===== src/common/user_logic_settings.svh =====
`ifndef USER_LOGIC_SETTINGS_SVH
`define USER_LOGIC_SETTINGS_SVH

// streams per class, host (pcie) and memory (ddr).
`define UL_NUM_STREAMS    4
`define UL_DATA_W         64
`define UL_ADDR_W         20
`define UL_CNT_W          16

// host register map.
`define UL_REG_CONTROL    20'h400
`define UL_REG_THRESH     20'h408
// eight counters, 4 bytes apart. pcie 0..3 then ddr 0..3.
`define UL_REG_COUNT_BASE 20'h410

`endif


===== src/common/host_reg_pkg.sv =====
`default_nettype none

`include "user_logic_settings.svh"

package host_reg_pkg;

    localparam int REG_W = 32;

    // request from the framework's host side.
    typedef struct packed {
        logic                  wr_req;
        logic                  rd_req;
        logic [`UL_ADDR_W-1:0] addr;
        logic [REG_W-1:0]      wr_data;
    } host_req_t;

    // rd_data is valid in the cycle rd_ack is high.
    typedef struct packed {
        logic             rd_ack;
        logic [REG_W-1:0] rd_data;
    } host_rsp_t;

endpackage

`default_nettype wire


===== src/common/stream_pkg.sv =====
`default_nettype none

`include "user_logic_settings.svh"

package stream_pkg;

    typedef struct packed {
        logic [`UL_DATA_W-1:0] data;
        logic                  last;
    } pcie_beat_t;

    typedef struct packed {
        logic [`UL_DATA_W-1:0] data;
    } ddr_beat_t;

    // memory streams sit in the upper half.
    typedef struct packed {
        logic [`UL_NUM_STREAMS-1:0] ddr;
        logic [`UL_NUM_STREAMS-1:0] pcie;
    } stream_flags_t;

endpackage

`default_nettype wire


===== src/hw/stream_stage.sv =====
`default_nettype none

module stream_stage #(
    parameter type beat_t = logic [63:0]
) (
    input  wire logic  i_pcie_clk,
    input  wire logic  i_reset,
    input  wire logic  i_enable,
    input  wire logic  i_valid,
    output logic       o_ack,
    input  wire beat_t i_beat,
    output logic       o_valid,
    input  wire logic  i_ack,
    output beat_t      o_beat
);

    logic  full;
    logic  load;
    beat_t beat_q;

    // empty or draining this cycle.
    assign o_ack = i_enable && (!full || i_ack);
    assign load  = i_valid && o_ack;

    always_ff @(posedge i_pcie_clk)
    begin
        if (i_reset)
        begin
            full <= 1'b0;
        end
        else if (load)
        begin
            full <= 1'b1;
        end
        else if (i_ack)
        begin
            full <= 1'b0; // drains even when disabled.
        end
    end

    always_ff @(posedge i_pcie_clk)
    begin
        if (load)
        begin
            beat_q <= i_beat;
        end
    end

    assign o_valid = full;
    assign o_beat  = beat_q;

endmodule

`default_nettype wire


===== src/user_logic/user_regs.sv =====
`default_nettype none

`include "user_logic_settings.svh"

module user_regs (
    input  wire logic                    i_pcie_clk,
    input  wire logic                    i_reset,
    input  wire host_reg_pkg::host_req_t i_req,
    output host_reg_pkg::host_rsp_t      o_rsp,
    input  wire logic [2*`UL_NUM_STREAMS-1:0][`UL_CNT_W-1:0] i_counts,
    output stream_pkg::stream_flags_t    o_enable,
    output logic                         o_count_clear,
    output logic                         o_intr_req,
    input  wire logic                    i_intr_ack
);

    localparam int NUM_CNT = 2 * `UL_NUM_STREAMS;

    logic [31:0] control;
    logic [31:0] thresh;
    logic [31:0] rd_data;
    logic [31:0] rd_data_q;
    logic        rd_ack_q;
    logic        hit;
    logic        armed;
    logic        fire;

    assign o_count_clear = i_req.wr_req && (i_req.addr == `UL_REG_THRESH);

    always_ff @(posedge i_pcie_clk)
    begin
        if (i_reset)
        begin
            control <= '0;
            thresh  <= '0;
        end
        else if (i_req.wr_req)
        begin
            if (i_req.addr == `UL_REG_CONTROL)
                control <= i_req.wr_data;
            if (i_req.addr == `UL_REG_THRESH)
                thresh <= i_req.wr_data;
        end
    end

    assign o_enable = control[NUM_CNT-1:0];

    // unmapped addresses read as zero.
    always_comb
    begin
        rd_data = '0;
        if (i_req.addr == `UL_REG_CONTROL)
            rd_data = control;
        else if (i_req.addr == `UL_REG_THRESH)
            rd_data = thresh;
        for (int i = 0; i < NUM_CNT; i++)
        begin
            if (i_req.addr == `UL_ADDR_W'(`UL_REG_COUNT_BASE + 4 * i))
                rd_data = 32'(i_counts[i]);
        end
    end

    always_ff @(posedge i_pcie_clk)
    begin
        if (i_reset)
            rd_ack_q <= 1'b0;
        else
            rd_ack_q <= i_req.rd_req;
    end

    always_ff @(posedge i_pcie_clk)
    begin
        rd_data_q <= rd_data;
    end

    assign o_rsp.rd_ack  = rd_ack_q;
    assign o_rsp.rd_data = rd_data_q;

    always_comb
    begin
        hit = 1'b0;
        for (int i = 0; i < NUM_CNT; i++)
        begin
            if (control[i] && (32'(i_counts[i]) >= thresh))
                hit = 1'b1;
        end
    end

    // one request per threshold crossing, rearmed when counters clear.
    assign fire = control[31] && armed && hit;

    always_ff @(posedge i_pcie_clk)
    begin
        if (i_reset)
        begin
            armed      <= 1'b1;
            o_intr_req <= 1'b0;
        end
        else
        begin
            if (o_count_clear)
                armed <= 1'b1;
            else if (fire)
                armed <= 1'b0;

            if (o_intr_req && i_intr_ack)
                o_intr_req <= 1'b0;
            else if (fire)
                o_intr_req <= 1'b1;
        end
    end

endmodule

`default_nettype wire


===== src/user_logic/stream_bank.sv =====
`default_nettype none

`include "user_logic_settings.svh"

module stream_bank (
    input  wire logic                       i_pcie_clk,
    input  wire logic                       i_reset,
    input  wire stream_pkg::stream_flags_t  i_enable,
    input  wire logic [`UL_NUM_STREAMS-1:0] i_pcie_valid,
    output logic [`UL_NUM_STREAMS-1:0]      o_pcie_ack,
    output logic [`UL_NUM_STREAMS-1:0]      o_pcie_valid,
    input  wire logic [`UL_NUM_STREAMS-1:0] i_pcie_ack,
    input  wire stream_pkg::pcie_beat_t [`UL_NUM_STREAMS-1:0] i_pcie_beat,
    output stream_pkg::pcie_beat_t [`UL_NUM_STREAMS-1:0]      o_pcie_beat,
    input  wire logic [`UL_NUM_STREAMS-1:0] i_ddr_valid,
    output logic [`UL_NUM_STREAMS-1:0]      o_ddr_ack,
    output logic [`UL_NUM_STREAMS-1:0]      o_ddr_valid,
    input  wire logic [`UL_NUM_STREAMS-1:0] i_ddr_ack,
    input  wire stream_pkg::ddr_beat_t [`UL_NUM_STREAMS-1:0] i_ddr_beat,
    output stream_pkg::ddr_beat_t [`UL_NUM_STREAMS-1:0]      o_ddr_beat,
    input  wire logic                       i_count_clear,
    output logic [2*`UL_NUM_STREAMS-1:0][`UL_CNT_W-1:0] o_counts
);

    import stream_pkg::*;

    logic [2*`UL_NUM_STREAMS-1:0] xfer;

    for (genvar i = 0; i < `UL_NUM_STREAMS; i++)
    begin : g_pcie
        stream_stage #(.beat_t(pcie_beat_t)) u_stage (
            .i_pcie_clk (i_pcie_clk),
            .i_reset    (i_reset),
            .i_enable   (i_enable.pcie[i]),
            .i_valid    (i_pcie_valid[i]),
            .o_ack      (o_pcie_ack[i]),
            .i_beat     (i_pcie_beat[i]),
            .o_valid    (o_pcie_valid[i]),
            .i_ack      (i_pcie_ack[i]),
            .o_beat     (o_pcie_beat[i])
        );
    end

    for (genvar i = 0; i < `UL_NUM_STREAMS; i++)
    begin : g_ddr
        stream_stage #(.beat_t(ddr_beat_t)) u_stage (
            .i_pcie_clk (i_pcie_clk),
            .i_reset    (i_reset),
            .i_enable   (i_enable.ddr[i]),
            .i_valid    (i_ddr_valid[i]),
            .o_ack      (o_ddr_ack[i]),
            .i_beat     (i_ddr_beat[i]),
            .o_valid    (o_ddr_valid[i]),
            .i_ack      (i_ddr_ack[i]),
            .o_beat     (o_ddr_beat[i])
        );
    end

    // same order as the enable flags.
    assign xfer = {o_ddr_valid & i_ddr_ack, o_pcie_valid & i_pcie_ack};

    always_ff @(posedge i_pcie_clk)
    begin
        for (int i = 0; i < 2 * `UL_NUM_STREAMS; i++)
        begin
            if (i_reset || i_count_clear)
                o_counts[i] <= '0;
            else if (xfer[i] && (o_counts[i] != '1))
                o_counts[i] <= o_counts[i] + 1'b1; // saturates.
        end
    end

endmodule

`default_nettype wire


===== src/user_logic/user_logic.sv =====
`default_nettype none

`include "user_logic_settings.svh"

module user_logic (
    input  wire logic                       i_pcie_clk,
    input  wire logic                       i_reset,
    input  wire host_reg_pkg::host_req_t    i_host_req,
    output host_reg_pkg::host_rsp_t         o_host_rsp,
    input  wire logic [`UL_NUM_STREAMS-1:0] i_pcie_valid,
    output logic [`UL_NUM_STREAMS-1:0]      o_pcie_ack,
    input  wire stream_pkg::pcie_beat_t [`UL_NUM_STREAMS-1:0] i_pcie_beat,
    output logic [`UL_NUM_STREAMS-1:0]      o_pcie_valid,
    input  wire logic [`UL_NUM_STREAMS-1:0] i_pcie_ack,
    output stream_pkg::pcie_beat_t [`UL_NUM_STREAMS-1:0]      o_pcie_beat,
    input  wire logic [`UL_NUM_STREAMS-1:0] i_ddr_valid,
    output logic [`UL_NUM_STREAMS-1:0]      o_ddr_ack,
    input  wire stream_pkg::ddr_beat_t [`UL_NUM_STREAMS-1:0] i_ddr_beat,
    output logic [`UL_NUM_STREAMS-1:0]      o_ddr_valid,
    input  wire logic [`UL_NUM_STREAMS-1:0] i_ddr_ack,
    output stream_pkg::ddr_beat_t [`UL_NUM_STREAMS-1:0]      o_ddr_beat,
    output logic                            o_intr_req,
    input  wire logic                       i_intr_ack
);

    import stream_pkg::*;

    stream_flags_t                              enable;
    logic                                       count_clear;
    logic [2*`UL_NUM_STREAMS-1:0][`UL_CNT_W-1:0] counts;

    user_regs u_regs (
        .i_pcie_clk    (i_pcie_clk),
        .i_reset       (i_reset),
        .i_req         (i_host_req),
        .o_rsp         (o_host_rsp),
        .i_counts      (counts),
        .o_enable      (enable),
        .o_count_clear (count_clear),
        .o_intr_req    (o_intr_req),
        .i_intr_ack    (i_intr_ack)
    );

    stream_bank u_bank (
        .i_pcie_clk    (i_pcie_clk),
        .i_reset       (i_reset),
        .i_enable      (enable),
        .i_pcie_valid  (i_pcie_valid),
        .o_pcie_ack    (o_pcie_ack),
        .o_pcie_valid  (o_pcie_valid),
        .i_pcie_ack    (i_pcie_ack),
        .i_pcie_beat   (i_pcie_beat),
        .o_pcie_beat   (o_pcie_beat),
        .i_ddr_valid   (i_ddr_valid),
        .o_ddr_ack     (o_ddr_ack),
        .o_ddr_valid   (o_ddr_valid),
        .i_ddr_ack     (i_ddr_ack),
        .i_ddr_beat    (i_ddr_beat),
        .o_ddr_beat    (o_ddr_beat),
        .i_count_clear (count_clear),
        .o_counts      (counts)
    );

endmodule

`default_nettype wire


===== config.mk =====
export PLATFORM = sky130hd
export DESIGN_NAME = user_logic
export DESIGN_NICKNAME = d
export VERILOG_FILES = /design/src/common/host_reg_pkg.sv /design/src/common/stream_pkg.sv /design/src/hw/stream_stage.sv /design/src/user_logic/user_regs.sv /design/src/user_logic/stream_bank.sv /design/src/user_logic/user_logic.sv
export VERILOG_INCLUDE_DIRS = /design/src /design/src/common
export SDC_FILE = /design/constraint.sdc
export NUM_CORES = 1
export LEC_CHECK = 0
export BUFFER_PORTS_ARGS = -buffer_cell sky130_fd_sc_hd__buf_2
export CAP_MARGIN = 20
export CORE_AREA = 8 8 450 452
export DETAILED_ROUTE_END_ITERATION = 6
export DIE_AREA = 0 0 458 460
export PLACE_DENSITY = 0.4
export SETUP_SLACK_MARGIN = 0.5
export SYNTH_ARGS = -nofsm -noshare
export SYNTH_HDL_FRONTEND = slang
export SYNTH_SLANG_ARGS = --single-unit

===== constraint.sdc =====
create_clock -name i_pcie_clk -period 2.8 [get_ports i_pcie_clk]
set_input_delay 0.14 -clock i_pcie_clk [delete_from_list [all_inputs] [get_ports i_pcie_clk]]
set_output_delay 0.14 -clock i_pcie_clk [all_outputs]
set_load 0.005 [all_outputs]

### Yosys cells after proc, flatten, opt, wreduce, memory -nomap -nowiden

Cells that the tools add are included.

* memory bits (writable): 0
* output and inout bits: 566
* ROM bits: 0
* latch bits: 0
* flip-flop bits (word level): 751
* memories: 0

* reductions and logical operators: 66
* shift-type cells: 0
* div/mod/pow operators: 0
* mux-type cells: 34
* bitwise logic cells: 2
* magnitude comparators: 8
* multiply operators: 0
* equal/unequal tests: 18
* add/subtract/negate cells: 8

Operator list (count)
* $ge 16x32->1: 8
* $eq 20x11->1 const B: 10
* $add 16x1->16 const B: 8
* $mux 16: 8
* $ne 16x16->1 const B: 8
* $mux 32: 2
* $logic_and 1x1->1: 36
* $mux 1: 24
* $reduce_bool 2->1: 8
* $logic_or 1x1->1: 9
* $and 4x4->4: 2
* $logic_not 1->1: 8
* $reduce_or 8->1: 1
* $reduce_and 2->1: 2
* $reduce_or 2->1: 2

### Longest topological paths before layout

* depth in word-level cells: 11
* gate-level depth with buffers: 10
* depth with buffers taken out: 10

### By module

A second synthesis with hierarchy kept.

* cell total of the unflattened synthesis: 2208
* area, all modules: 29568.4 µm²

By module, submodules not included
* stream_stage (u_bank.g_pcie[0].u_stage ...): cells an instance 71, instances 4, area each 2023.2 µm²
* stream_stage (u_bank.g_ddr[0].u_stage ...): cells an instance 70, instances 4, area each 1993.2 µm²
* user_regs: cells an instance 929, instances 1, area each 7433.4 µm²
* stream_bank: cells an instance 715, instances 1, area each 6069.6 µm²

### Worst setup path after synthesis

No wires, ideal clock.

* path kind: reg2reg
* start: register u_bank.g_pcie[1].u_stage.full
* end: register u_bank.g_pcie[1].u_stage.beat_q, in the netlist u_bank.g_pcie[1].u_stage.o_beat[0], enable pin
* period minus slack after synthesis: 2276 ps
* cell stages (with the launch flop): 5
* setup slack: 524 ps
* arrival time: 1857 ps
* cells stage by stage: dfxtp_1 > nand2b_1 > and2_1 > nand2_1 > inv_1

* word-level cells in the longest chain between the ends: 4

RTL lines
* from (decl): RTL line stream_stage.sv:17 `logic full;`
* from (signal assigned): RTL line stream_stage.sv:29 `full <= 1'b0;`
* from (signal assigned): RTL line stream_stage.sv:33 `full <= 1'b1;`
* from (signal assigned): RTL line stream_stage.sv:37 `full <= 1'b0;`
* $logic_not 1->1: RTL line stream_stage.sv:22 `assign o_ack = i_enable && (!full || i_ack);`
* $logic_or 1x1->1: RTL line stream_stage.sv:22
* $logic_and 1x1->1: RTL line stream_stage.sv:22
* net u_bank.g_pcie[1].u_stage.o_ack: RTL line stream_stage.sv:10 `output logic o_ack,`
* $logic_and 1x1->1: RTL line stream_stage.sv:23 `assign load = i_valid && o_ack;`
* net u_bank.g_pcie[1].u_stage.load: RTL line stream_stage.sv:18 `logic load;`
* to (signal assigned): RTL line stream_stage.sv:45 `beat_q <= i_beat;`
* to (decl): RTL line stream_stage.sv:19 `beat_t beat_q;`

The timed path passes the listed nets, and every way through them passes these cells.
A chain may end at the register's enable or synchronous reset.

### Worst setup path in the final report

* start: register u_regs.thresh[7]
* end: register u_regs.o_intr_req

* word-level cells in the longest chain between the ends: 11
* elaborated cells between the ends (all ways): 25

RTL lines
* from (decl): RTL line user_regs.sv:20 `logic [31:0] thresh;`
* from (signal assigned): RTL line user_regs.sv:42 `thresh <= i_req.wr_data;`
* $ge 16x32->1: RTL line user_regs.sv:84 `if (control[i] && (32'(i_counts[i]) >= thresh))`
* $logic_and 1x1->1: RTL line user_regs.sv:84
* $mux 1 (7 in series): RTL line user_regs.sv:84
* $mux 1 (*): RTL line user_regs.sv:84
* $logic_and 1x1->1 (*): RTL line user_regs.sv:90 `assign fire = control[31] && armed && hit;`
* to (signal assigned): RTL line user_regs.sv:97 `o_intr_req <= 1'b0;`
* to (signal assigned): RTL line user_regs.sv:107 `o_intr_req <= 1'b0;`
* to (signal assigned): RTL line user_regs.sv:109 `o_intr_req <= 1'b1;`
* to (decl): RTL line user_regs.sv:13 `output logic o_intr_req,`

Every way passes the cells marked *; elsewhere a longest branch is shown, timed or not.

==> metrics.md <==
| Metric | Value |
|---|---|
| Status | `completed` |
| Row cnt | `about 160` |
| Largest net degree at the start of global routing | `slightly below 80` |
| CP max-delay cell | `dfxtp_2` |
| CP cell instances | `clkinvlp_4 -> buf_12 -> buf_4 -> buf_4 -> ha_4 -> and4_1 -> o211ai_1 -> a31oi_4 -> nor4_4 -> nand4_1 -> a31o_2` |
| Leak | `19.3 nW` |
| Detailed-route DRC error count | `0` |
| Worst hold-check path type | `in -> reg` |
| Initial DRC Count | `between 2k and 2.5k` |
| Die width | `roughly 460 µm` |
| Post-layout util | `0.248` |
| Routed WL per cell | `approximately 29 µm` |
| Pwr Total | `0.0263 W` |
| #FFs+latches synth | `roughly 750` |
| Area growth syn-to-layout | `67.1%` |
| Seq/Total Area, Yosys | `0.694` |
| Part of the cycle the worst path needs | `0.864` |
| TritonCTS clock tree | `done` |
| DP Wirelength | `between 150 and 200 mm` |
| TritonRoute pass-1 iters | `6` |
| Root Buffer | `clkbuf_16` |
| Routed wire length | `191 mm` |
| Min Hold Slack | `roughly 0.13 ns` |
| Primary FF master, synth | `edfxtp_1` |
| Worst-Margin Slew | `0.907 ns` |
| Clk slew on worst S/H paths | `~0.060 ns` |
| Layout cells sized above 1 | `0.392` |
| CP Launch Type | `flop` |
| Critical path's top delay family | `simple AND/OR/NAND/NOR gates` |
| Vias post-DR | `~26k` |
| CP arrival | `around 3 ns` |
| Distinct cells, synth | `between 70 and 80` |
| GRT Total Usage | `0.171` |
| Layout Cells excl Fill | `~6.7k` |
| Crit path buf inv count | `4` |
| IO Pins | `approximately 1.2k` |
| DRT antenna net count | `0` |
| Initial Util | `0.149` |
| Xor-xnor portion of the synthesized cell area | `0.0346` |
| Crit. End Element | `flop` |
| Clk_lat worst skew | `approximately 0.72 ns` |
| Post-Synth Simple-Gate Area | `0.105` |
| GP Congestion | `between 0.9 and 1` |
| H-Tree Depth | `3` |
| Post-synth EDFFs | `between 500 and 600` |
| CTS Buffer Depth | `3` |
| Final setup fails | `0` |
| # nets final | `roughly 4.7k` |
| Cell Pwr Density | `541 mW/mm²` |
| Syn_nets | `between 2k and 3k` |
| Adder-cell area share of the yosys netlist | `0.0585` |
| Die Y | `around 460 µm` |
| Post-Synthesis Cells | `between 2k and 2.5k` |
| Max-slew headroom | `0.395` |
| Largest family of logic cells by synthesized area | `simple AND/OR/NAND/NOR gates` |
| Placed instance count | `5885` |
| Mapped Area | `0.0291 mm²` |
| Die area | `between 0.2 and 0.25 mm²` |
| Unrepaired setup endpoints after global routing | `yes` |
| Hold Vio Cnt, Final | `0` |
| Crit-path max FO | `6` |
| Final Slew Violations | `0` |
| Cts bufs inserted | `between 90 and 100` |
| Area of the core | `just under 0.2 mm²` |
| Routed vias/inst | `between 3 and 4` |
| Crit path time final | `approximately 2.4 ns` |
| Yosys warning count | `0` |
| Compound-cell area share of the yosys netlist | `0.0596` |
| GRT overflow | `0` |
| Post-synth ARST share | `0` |
| Worst vdd rail ir drop | `between 0.0004 and 0.0005 V` |
| Clock Skew | `about 0.024 ns` |
| CP Class | `reg -> reg` |
| Max Fclk | `0.413 GHz` |
| CP dominant cell by count | `buf_4` |
| Critical Path Max Stage Delay | `about 0.35 ns` |
| CTS Sinks | `between 700 and 800` |
| Req. time, crit path | `~3.4 ns` |
| Initial antenna violation count | `53` |
| Max Cap Viol | `0` |
| Syn Area/Cell | `roughly 14 µm²` |
| Vias in the first global route | `between 20k and 30k` |
| Mux share of post-synthesis cell area | `0.0272` |
| I/O Buffers | `~1.2k` |
| First-pass GRT wire length | `between 200 and 250 mm` |
cell families (layout without fill, tap and decap cells):
kind of cell,count (synthesis),after routing
AO/OA/AOI/OAI,268,268
XOR/XNOR,115,115
adder cells (fa/ha/maj),136,136
buffers and inverters,117,2126
flip-flops,751,751
multiplexers,63,63
other,0,20
AND/OR/NAND/NOR,642,642
layer usage:
layer,wire length [µm],track usage,vias to the layer above
li1,-,-,11588
met5,126,0,-
met2,94300,0.296,1084
met3,13100,0.0446,239
met4,6130,0.0504,20
met1,77400,0.210,13034
metrics by stage:
step           setup TNS (ns)  cell area (µm²)  setup slack (ns)
2_1_floorplan               0            29100             0.524
3_3_place_gp           -0.790            39000            -0.334
3_5_place_dp           -0.747            39000            -0.333
4_1_cts                     0            48300             0.324
5_1_grt                     0            48600             0.310
6_report                    0            48600             0.380
cell usage after synthesis, drive strengths merged, types with 11 or more instances:
library cell  number  area (µm²)
xor2              73         639
mux4              12         270
mux2i             42         420
dfxtp            235        4700
nor2             201         767
o21ai             40         200
a221oi            11        96.3
nand2b            14        87.6
and2              13        81.3
ha               136        1700
xnor2             42         368
nand3             62         310
nand4             40         263
nor3              26         163
edfxtp           516       15500
a211oi            14         105
nand2            221         830
and3              12        85.1
inv               43         161
and4              19         169
clkbuf            18        67.6
a21oi            121         609
buf               56         388
final cells by class:
class                   count  area (µm²)
inverters                  43         188
clock inverters            54         639
multi-input cells        1224        8590
diodes                     20        50.0
clock buffers             122        2580
fillers                 20740      147000
flip-flops and latches    751       20200
well taps                2557        3200
repair buffers           1907       13100
cells in the final DEF, fill, tap and decap left out, types with 9 or more instances in the layout:
| cell | netlist | routed |
|---|---|---|
| a211oi_1 | 14 | 9 |
| a21o_1 | 10 | 10 |
| a21oi_1 | 120 | 114 |
| a221oi_1 | 11 | 11 |
| and2_1 | 13 | 13 |
| and3_1 | 10 | 10 |
| and4_1 | 18 | 18 |
| buf_12 | 0 | 20 |
| buf_2 | 13 | 1153 |
| buf_4 | 37 | 149 |
| bufinv_16 | 0 | 11 |
| clkbuf_1 | 18 | 19 |
| clkbuf_16 | 0 | 97 |
| clkinv_2 | 0 | 22 |
| clkinvlp_4 | 0 | 12 |
| dfxtp_1 | 235 | 218 |
| dfxtp_2 | 0 | 15 |
| diode_2 | 0 | 20 |
| dlygate4sd3_1 | 0 | 580 |
| edfxtp_1 | 516 | 516 |
| ha_1 | 136 | 126 |
| ha_4 | 0 | 9 |
| inv_1 | 43 | 25 |
| inv_2 | 0 | 10 |
| mux2_2 | 9 | 9 |
| mux2i_1 | 42 | 42 |
| mux4_2 | 12 | 12 |
| nand2_1 | 221 | 219 |
| nand2b_1 | 14 | 13 |
| nand3_1 | 62 | 62 |
| nand4_1 | 38 | 38 |
| nor2_1 | 198 | 191 |
| nor3_1 | 22 | 21 |
| o21ai_0 | 36 | 24 |
| o21ai_1 | 4 | 11 |
| xnor2_1 | 42 | 42 |
| xor2_1 | 73 | 73 |
where the power goes:
group          switching [W]  total [W]  internal [W]
Sequential        0.00000237     0.0118        0.0118
Combinational       0.000613    0.00147      0.000856
Clock                0.00542     0.0130       0.00757
Total                0.00604     0.0263        0.0203
path summary, 6_finish.rpt:
check | start | to | slack [ns] | depth (start not counted)
hold reg to reg | u_regs.control[23]$_SDFFE_PP0P_ | u_regs.control[23]$_SDFFE_PP0P_ | 0.45 | 2
hold / removal | i_ddr_beat[137] | u_bank.g_ddr[2].u_stage.o_beat[9]$_DFFE_PP_ | 0.13 | 2
setup / recovery | u_regs.thresh[7]$_SDFFE_PP0P_ | u_regs.o_intr_req$_SDFFE_PP0P_ | 0.38 | 11
setup reg to reg | u_regs.thresh[7]$_SDFFE_PP0P_ | u_regs.o_intr_req$_SDFFE_PP0P_ | 0.38 | 11
timing repair:
item / 4_1_cts / 5_1_grt
hold buffers: 579 / 1
gates resized for setup: 52 / 51
hold endpoints to repair: 637 / 2
setup buffers: 7 / 10
pin swaps: 15 / 22
setup endpoints to repair: 50 / 47
sequential cells by signal, summed over array words and instances, names as in the netlist:
register                       cells
u_regs.o_intr_req                  1
u_regs.rd_data_q                  32
u_regs.control                    32
u_bank.g_pcie.u_stage.o_valid      4
u_bank.g_ddr.u_stage.o_beat      256
u_regs.thresh                     32
u_bank.g_ddr.u_stage.o_valid       4
u_bank.o_counts                  128
u_bank.g_pcie.u_stage.o_beat     260
u_regs.armed                       1
u_regs.rd_ack_q                    1
Power figures use the tool's default switching activity.
